--- config.mk ---
export PLATFORM = sky130hd
export DESIGN_NAME = matvec_top
export DESIGN_NICKNAME = d
export VERILOG_FILES = /design/src/logic/global_pkg.sv /design/src/logic/fifo_pkg.sv /design/src/logic/fsm_fifo.sv /design/src/logic/ram_matrix.sv /design/src/logic/pointers_m.sv /design/src/logic/fifo_matrix.sv /design/src/logic/vector_bank.sv /design/src/logic/row_mac.sv /design/src/logic/matvec_top.sv
export SDC_FILE = /design/constraint.sdc
export NUM_CORES = 1
export LEC_CHECK = 0
export ABC_AREA = 1
export BUFFER_PORTS_ARGS = -buffer_cell sky130_fd_sc_hd__clkbuf_2
export CAP_MARGIN = 10
export CORE_MARGIN = 2
export CORE_UTILIZATION = 60
export CTS_CLUSTER_DIAMETER = 150
export CTS_CLUSTER_SIZE = 20
export DETAILED_ROUTE_END_ITERATION = 8
export GPL_TIMING_DRIVEN = 1
export PLACE_DENSITY_LB_ADDON = 0.2
export SLEW_MARGIN = 20
export SYNTH_ARGS = -nofsm -noshare
export SYNTH_HDL_FRONTEND = slang
export SYNTH_SLANG_ARGS = --single-unit
--- constraint.sdc ---
create_clock -name clk -period 11.1 [get_ports clk]
set_input_delay 1.665 -clock clk [delete_from_list [all_inputs] [get_ports clk]]
set_output_delay 1.665 -clock clk [all_outputs]
set_load 0.1 [all_outputs]
--- src/logic/global_pkg.sv ---
// ==========================================================================
// datapath types shared by the matrix-vector engine
// ==========================================================================
package global_pkg;

	// largest supported matrix dimension
	localparam int MAX_N = 8;

	// one matrix or vector element
	// unsigned 8 bit
	typedef logic [7:0] data_t;

	// row sum
	// eight 16 bit products need 19 bits
	typedef logic [18:0] acc_t;

	// matrix dimension as set by the host
	// legal values 1 to MAX_N
	typedef logic [3:0] nibble_t;

	// row or column index inside the matrix
	typedef logic [2:0] idx_t;

endpackage

--- src/logic/fifo_pkg.sv ---
// ==========================================================================
// sizing of the matrix FIFO
// ==========================================================================
package fifo_pkg;

	// address bits of the matrix storage
	// 8 x 8 elements fit in 2**6 words
	localparam int COUNT_N_N = 6;

	// number of words in the storage array
	localparam int FIFO_DEPTH = 64;

	// read or write address into the storage array
	typedef logic [COUNT_N_N-1:0] M_address_t;

endpackage

--- src/logic/fsm_fifo.sv ---
`timescale 1ns/1ps

module fsm_fifo (
	input  logic clk,
	input  logic reset,
	input  logic push,
	input  logic pop,
	input  logic full,
	input  logic empty,
	output logic wr_en,
	output logic rd_en
);

	// ======================================================================
	// request gating
	// ======================================================================

	// write only with room left
	assign wr_en = push & ~full;

	// read only with data held
	assign rd_en = pop & ~empty;

	// ======================================================================
	// checks
	// ======================================================================

	// a write leaves at least one element behind
	a_wr_fills: assert property (@(posedge clk) disable iff (reset)
		wr_en |=> !empty)
		else $error("FIFO empty right after a write");

	// a read leaves room for the next write
	a_rd_frees: assert property (@(posedge clk) disable iff (reset)
		rd_en |=> !full)
		else $error("FIFO full right after a read");

endmodule

--- src/logic/ram_matrix.sv ---
`timescale 1ns/1ps

module ram_matrix import global_pkg::*, fifo_pkg::*; (
	input  logic       clk,
	input  logic       wr_en,
	input  logic       rd_en,
	input  M_address_t count_push,
	input  M_address_t count_pop,
	input  data_t      data_in,
	output data_t      data_out
);

	// element storage
	data_t mem [FIFO_DEPTH];

	// write port
	// lands on the edge of wr_en
	always_ff @(posedge clk) begin
		if (wr_en) begin
			mem[count_push] <= data_in;
		end
	end

	// read port, one cycle latency
	// output holds between reads
	always_ff @(posedge clk) begin
		if (rd_en) begin
			data_out <= mem[count_pop];
		end
	end

endmodule

--- src/logic/pointers_m.sv ---
`timescale 1ns/1ps

module pointers_m import global_pkg::*, fifo_pkg::*; (
	input  logic       clk,
	input  logic       reset,
	input  logic       push,
	input  logic       pop,
	input  nibble_t    n,
	output M_address_t count_push,
	output M_address_t count_pop,
	output logic       full,
	output logic       empty,
	output logic       ready
);

	// fill count needs one bit more than the address
	logic [COUNT_N_N:0] fill;

	// elements in one full matrix
	logic [COUNT_N_N:0] n_sq;

	// ======================================================================
	// pointers and fill count
	// ======================================================================

	// both pointers wrap through the whole array
	always_ff @(posedge clk) begin
		if (reset) begin
			count_push <= '0;
			count_pop  <= '0;
		end else begin
			if (push) begin
				count_push <= count_push + M_address_t'(1);
			end
			if (pop) begin
				count_pop <= count_pop + M_address_t'(1);
			end
		end
	end

	// push and pop together leave the count alone
	always_ff @(posedge clk) begin
		if (reset) begin
			fill <= '0;
		end else begin
			case ({push, pop})
				2'b10:   fill <= fill + 1'b1;
				2'b01:   fill <= fill - 1'b1;
				default: fill <= fill;
			endcase
		end
	end

	// status straight from the count
	assign full  = (fill == (COUNT_N_N+1)'(FIFO_DEPTH));
	assign empty = (fill == '0);

	// ======================================================================
	// matrix ready
	// ======================================================================

	// max 8 x 8 = 64, fits the count width
	assign n_sq = (COUNT_N_N+1)'(n) * (COUNT_N_N+1)'(n);

	// goes high the cycle after a whole matrix is held
	always_ff @(posedge clk) begin
		if (reset) begin
			ready <= 1'b0;
		end else begin
			ready <= (fill >= n_sq);
		end
	end

endmodule

--- src/logic/fifo_matrix.sv ---
`timescale 1ns/1ps

module fifo_matrix import global_pkg::*, fifo_pkg::*; (
	input  logic    clk,
	input  logic    reset,
	input  logic    push,
	input  logic    pop,
	input  data_t   data_in,
	input  nibble_t n,
	output logic    full,
	output logic    empty,
	output data_t   data_out,
	output logic    ready
);

	// gated enables shared by memory and pointers
	logic wr_en_w;
	logic rd_en_w;

	// current write and read addresses
	M_address_t count_push_w;
	M_address_t count_pop_w;

	// request gating against full and empty
	fsm_fifo fsm_fifo_inst (
		.clk   (clk),
		.reset (reset),
		.push  (push),
		.pop   (pop),
		.full  (full),
		.empty (empty),
		.wr_en (wr_en_w),
		.rd_en (rd_en_w)
	);

	// element storage
	ram_matrix ram_matrix_inst (
		.clk        (clk),
		.wr_en      (wr_en_w),
		.rd_en      (rd_en_w),
		.count_push (count_push_w),
		.count_pop  (count_pop_w),
		.data_in    (data_in),
		.data_out   (data_out)
	);

	// addresses, fill level and ready flag
	pointers_m pointers_m_inst (
		.clk        (clk),
		.reset      (reset),
		.push       (wr_en_w),
		.pop        (rd_en_w),
		.n          (n),
		.count_push (count_push_w),
		.count_pop  (count_pop_w),
		.full       (full),
		.empty      (empty),
		.ready      (ready)
	);

endmodule

--- src/logic/vector_bank.sv ---
`timescale 1ns/1ps

module vector_bank import global_pkg::*; (
	input  logic  clk,
	input  logic  reset,
	input  logic  vec_we,
	input  idx_t  vec_index,
	input  data_t vec_data,
	input  idx_t  rd_index,
	output data_t rd_data
);

	// ======================================================================
	// operand vector
	// ======================================================================

	// one register per column
	data_t vec_regs [MAX_N];

	// host write, one element per edge
	// whole bank zeroed on reset
	always_ff @(posedge clk) begin
		if (reset) begin
			for (int i = 0; i < MAX_N; i++) begin
				vec_regs[i] <= '0;
			end
		end else if (vec_we) begin
			vec_regs[vec_index] <= vec_data;
		end
	end

	// ======================================================================
	// engine read
	// ======================================================================

	// no latency
	// index follows the column arriving from the FIFO
	assign rd_data = vec_regs[rd_index];

endmodule

--- src/logic/row_mac.sv ---
`timescale 1ns/1ps

module row_mac import global_pkg::*; (
	input  logic    clk,
	input  logic    reset,
	input  logic    start,
	input  nibble_t n,
	input  logic    ready,
	input  logic    empty,
	output logic    pop,
	input  data_t   fifo_data,
	output idx_t    rd_index,
	input  data_t   vec_elem,
	output logic    result_req,
	input  logic    result_ack,
	output acc_t    result_data,
	output idx_t    result_row,
	output logic    done
);

	typedef enum logic [2:0] {
		st_idle,
		st_fetch,
		st_drain,
		st_request,
		st_release,
		st_finish
	} state_t;

	state_t state;

	// column of the next pop
	idx_t pop_col;
	// column of the element now on fifo_data
	idx_t acc_col;
	// row being summed
	idx_t row;
	// fifo_data holds a fresh element this cycle
	logic acc_en;
	// running row sum
	acc_t acc;

	logic last_col;
	logic last_row;
	logic acc_clr;
	logic [2*$bits(data_t)-1:0] product;

	// ======================================================================
	// control
	// ======================================================================

	assign last_col = ({1'b0, pop_col} == n - 4'd1);
	assign last_row = ({1'b0, row} == n - 4'd1);

	// one pop per cycle while fetching
	// stalls if the FIFO runs dry
	assign pop = (state == st_fetch) && !empty;

	always_ff @(posedge clk) begin
		if (reset) begin
			state      <= st_idle;
			pop_col    <= '0;
			row        <= '0;
			acc_en     <= 1'b0;
			result_req <= 1'b0;
			done       <= 1'b0;
		end else begin
			// read latency of the FIFO
			acc_en <= pop;
			if (pop) begin
				pop_col <= pop_col + idx_t'(1);
			end
			case (state)
				// start accepted only with a full matrix waiting
				st_idle, st_finish: begin
					if (start && ready) begin
						state   <= st_fetch;
						pop_col <= '0;
						row     <= '0;
						done    <= 1'b0;
					end
				end
				st_fetch: begin
					if (pop && last_col) begin
						state <= st_drain;
					end
				end
				// wait for the last element to be summed
				st_drain: begin
					if (!acc_en) begin
						state      <= st_request;
						result_req <= 1'b1;
					end
				end
				// ack seen so req drops
				st_request: begin
					if (result_ack) begin
						state      <= st_release;
						result_req <= 1'b0;
					end
				end
				// ack released before the next row or the end
				st_release: begin
					if (!result_ack) begin
						if (last_row) begin
							state <= st_finish;
							done  <= 1'b1;
						end else begin
							state   <= st_fetch;
							row     <= row + idx_t'(1);
							pop_col <= '0;
						end
					end
				end
				default: state <= st_idle;
			endcase
		end
	end

	// ======================================================================
	// multiply accumulate
	// ======================================================================

	// vector lookup follows the element in flight
	assign rd_index = acc_col;
	assign product  = fifo_data * vec_elem;

	// sum starts fresh before every row
	assign acc_clr = (state == st_idle) || (state == st_release) || (state == st_finish);

	always_ff @(posedge clk) begin
		if (pop) begin
			acc_col <= pop_col;
		end
		if (acc_clr) begin
			acc <= '0;
		end else if (acc_en) begin
			acc <= acc + acc_t'(product);
		end
	end

	assign result_data = acc;
	assign result_row  = row;

	// ======================================================================
	// checks
	// ======================================================================

	// payload held for the whole request phase
	a_result_stable: assert property (@(posedge clk) disable iff (reset)
		result_req && $past(result_req) |-> $stable(result_data) && $stable(result_row))
		else $error("result changed while result_req high");

	// new request only after the previous ack is gone
	a_req_after_ack: assert property (@(posedge clk) disable iff (reset)
		$rose(result_req) |-> !result_ack)
		else $error("result_req rose with result_ack still high");

	// a whole matrix is held at start so fetching never meets an empty FIFO
	a_fetch_not_empty: assert property (@(posedge clk) disable iff (reset)
		state == st_fetch |-> !empty)
		else $error("FIFO ran dry while fetching a row");

endmodule

--- src/logic/matvec_top.sv ---
`timescale 1ns/1ps

module matvec_top import global_pkg::*; (
	input  logic    clk,
	input  logic    reset,
	input  logic    start,
	input  logic    push,
	input  data_t   data_in,
	input  nibble_t n,
	input  logic    vec_we,
	input  idx_t    vec_index,
	input  data_t   vec_data,
	output logic    full,
	output logic    result_req,
	input  logic    result_ack,
	output acc_t    result_data,
	output idx_t    result_row,
	output logic    done
);

	// FIFO to engine
	logic  empty;
	logic  ready;
	logic  pop;
	data_t fifo_data;

	// vector bank to engine
	idx_t  rd_index;
	data_t vec_elem;

	// ======================================================================
	// matrix storage
	// ======================================================================
	fifo_matrix fifo_matrix_inst (
		.clk      (clk),
		.reset    (reset),
		.push     (push),
		.pop      (pop),
		.data_in  (data_in),
		.n        (n),
		.full     (full),
		.empty    (empty),
		.data_out (fifo_data),
		.ready    (ready)
	);

	// ======================================================================
	// operand vector
	// ======================================================================
	vector_bank vector_bank_inst (
		.clk       (clk),
		.reset     (reset),
		.vec_we    (vec_we),
		.vec_index (vec_index),
		.vec_data  (vec_data),
		.rd_index  (rd_index),
		.rd_data   (vec_elem)
	);

	// ======================================================================
	// row engine
	// ======================================================================
	row_mac row_mac_inst (
		.clk         (clk),
		.reset       (reset),
		.start       (start),
		.n           (n),
		.ready       (ready),
		.empty       (empty),
		.pop         (pop),
		.fifo_data   (fifo_data),
		.rd_index    (rd_index),
		.vec_elem    (vec_elem),
		.result_req  (result_req),
		.result_ack  (result_ack),
		.result_data (result_data),
		.result_row  (result_row),
		.done        (done)
	);

endmodule

==> results.json <==
{
  "status": "finished, final reports clean",
  "slew_viol_final": 0,
  "required_ns": 11.57,
  "power.leakage_nw": 12.9,
  "setup_ws_ns": 5.30,
  "numCtsBuffers": 38,
  "max_freq_mhz": 173,
  "synth_edf_count": 587,
  "start_kind": "flip-flop",
  "htreeDepth": 2,
  "holdPathEnd": "row_mac_inst.result_req",
  "finalPower_mw": 8.54,
  "worst_path_max_delay_cell": "dfxtp_1",
  "synth-compound-area-share": 0.0403,
  "final-hold-violation-count": 0,
  "synthTopCellsByArea": "edfxtp_1 (58%), nand2_1 (11%), nor2_1 (6.0%), nand3_1 (4.4%), dfxtp_1 (3.6%)",
  "cpMostUsedCell": "nand2_1",
  "die_y_um": 228,
  "placed_cells": 3690,
  "relSlewSlack": 0.239,
  "cts_hold_buffers": 0,
  "drc": 0,
  "initial_core_util": 0.605,
  "portBuffers": 53,
  "worst_pin_slew_ns": 1.14,
  "fillers": 4030,
  "gp_congestion": 0.916,
  "grt_pass1_vias": 20500,
  "p_comb_frac": 0.500,
  "cts.repair.resized": 0,
  "dpl-instance-area_um2": 30900,
  "fin_cells": 3759,
  "utilization": 0.640,
  "pin_count": 54,
  "die_w_um": 228,
  "cts_tree": "built",
  "vdd_drop_max_v": 0.000324,
  "ant_nets": 0,
  "wl_per_cell_um": 19.2,
  "p_clk_frac": 0.169,
  "dp_hpwl_um": 45700,
  "skew_ns": 0.0318,
  "yosysWarnings": 0,
  "post-place-ws_ns": 5.36,
  "critPathMaxStageDelay_ns": 0.89,
  "powerDensity_nw_per_um2": 267,
  "synth_cell_types": 37,
  "cts_sinks": 641,
  "grt_pass1_wl_um": 112000,
  "endpoint_kind": "flip-flop",
  "fin_crit_sh": 0.522,
  "rsz0062_at_grt": "false",
  "drive_gt1_frac": 0.0431,
  "firstDrtPassIters": 7,
  "netlist.area_leader.share": 0.583,
  "synthAdderAreaFrac": 0.0606,
  "synth_cells": 3066,
  "die_area_um2": 52200,
  "multi_input_area_um2": 9770,
  "hold_ws_ns": 0.472,
  "p_seq_frac": 0.331,
  "synth.yosys.seq_area_share": 0.619,
  "grt_remaining_overflow": 0,
  "clk_path_buf_depth": 3,
  "core-area_um2": 50000,
  "drv_cap": 0,
  "track_usage": 0.277,
  "synth_top_family_by_area": "simple AND/OR/NAND/NOR gates",
  "critPathArrivalTime_ns": 6.27,
  "path_clk_slew_ns": 0.10,
  "worstPathMaxFanout": 33,
  "setup.worst_path.class": "reg -> reg",
  "n_antenna_cell": 0,
  "synth_largest_area_cell": "edfxtp_1",
  "seq_area_um2": 18700,
  "syn_nets": 3210,
  "hp-start": "row_mac_inst.result_req",
  "drt-initial-drc-count": 2219,
  "post_cts_buffers": 0,
  "final_nets": 3202,
  "synthArstFlopShare": 0,
  "cts_root_buffer": "clkbuf_16",
  "period_needed_ns": 5.80,
  "via_per_inst": 5.58,
  "clk_latency_ns": 0.59,
  "synth_mux_area_frac": 0,
  "grt_max_degree": 115,
  "routed_wl_um": 72200,
  "finalSetupTns_ns": 0,
  "vias": 21000,
  "hold_path_depth": 2,
  "min_path_type": "reg -> reg",
  "rrSetupSlack_ns": 5.30,
  "p_int_mw": 4.79,
  "synth_area_um2": 30200,
  "synth_seq_cells": 641,
  "yosysMostFrequentCell": "nand2_1",
  "reg2regPathDepth": 26,
  "cp_top_family": "adder cells",
  "grt_antenna_before_repair": 0,
  "avgSynthCellArea_um2": 9.85,
  "switching_power_mw": 3.75,
  "final_area_um2": 32000,
  "regToRegEndpoint": "row_mac_inst.result_data[16]",
  "rows": 82,
  "synth_common_cells": "nand2_1 (852), edfxtp_1 (587), nor2_1 (481)",
  "swShare": 0.439,
  "synthSimpleGateAreaFrac": 0.218,
  "path_buf_inv": 8,
  "areaGrowthSynthToFinish_pct": 5.90,
  "setup_viol": 0,
  "post_synth_xor_area_fraction": 0.00464,
  "synth_flop_cell": "edfxtp_1"
}
## kinds of logic (layout without fill, tap and decap cells)
| family | Yosys count | after routing |
|---|---|---|
| simple gates | 1639 | 1639 |
| flops | 641 | 641 |
| buf+inv | 421 | 442 |
| compound gates | 234 | 234 |
| fa+ha+maj | 115 | 115 |
| xor+xnor | 16 | 16 |
## power by group through the flow
stage / Combinational (mW) / Sequential, mW / Clock [mW]
finish: 4.27 / 2.83 / 1.44
global placement: 4.20 / 2.88 / 0
floorplan: 3.21 / 2.87 / 0
detailed placement: 4.24 / 2.88 / 0
CTS: 4.28 / 2.82 / 1.46
global route: 4.90 / 2.84 / 1.54
## per-layer routing
metal | up-vias | global-route usage | wire [um]
li1 | 10100 | - | -
met1 | 9949 | 0.371 | 29300
met2 | 816 | 0.471 | 35600
met3 | 142 | 0.0293 | 4710
met4 | 0 | 0.107 | 2580
met5 | - | 0 | 0
## cell usage in the layout, fill, tap and decap left out, drive strengths merged, types with 6 or more instances in the layout
cell      n
a21oi    66
buf      21
clkbuf  119
clkinv    6
dfxtp    54
edfxtp  587
fa       52
ha       63
inv     296
nand2   854
nand3   265
nand4    16
nor2    482
nor3     12
o21ai   148
o22ai    12
xor2     14
## tightest hold or removal path: stages (launching register included)
cell and delay [ns]:
dfxtp_1 0.32, nand2_1 0.06, a21oi_1 0.05
## flip-flops by register name, indices dropped and copies added (netlist names), 6 cells and up, named ones only
name and cells:
row_mac_inst.result_data 19, fifo_matrix_inst.pointers_m_inst.count_pop 6, fifo_matrix_inst.ram_matrix_inst.data_out 8, fifo_matrix_inst.ram_matrix_inst.mem 512, vector_bank_inst.vec_regs 64, fifo_matrix_inst.pointers_m_inst.count_push 6, fifo_matrix_inst.pointers_m_inst.fill 7
## how the worst max path moves through the flow
stage / end / slack [ns] / cells past startpoint / start
after detailed placement: row_mac_inst.result_data[17] / 5.36 / 26 / flip-flop
after global routing: row_mac_inst.result_data[17] / 4.79 / 26 / flip-flop
after global placement: row_mac_inst.result_data[16] / 5.50 / 26 / flip-flop
after CTS: row_mac_inst.result_data[16] / 5.32 / 26 / flip-flop
final: row_mac_inst.result_data[16] / 5.30 / 26 / flip-flop
after floorplan: row_mac_inst.result_data[18] / 6.67 / 24 / flip-flop
## layout make-up
| class | count | share of cell area |
|---|---|---|
| sequential | 641 | 0.585 |
| clock buffer | 66 | 0.0330 |
| timing repair buffer | 74 | 0.0132 |
| multi-input combinational | 2004 | 0.305 |
| inverter | 299 | 0.0353 |
| clock inverter | 3 | 0.00184 |
| tap | 672 | 0.0263 |
Power figures use the tool's default switching activity.
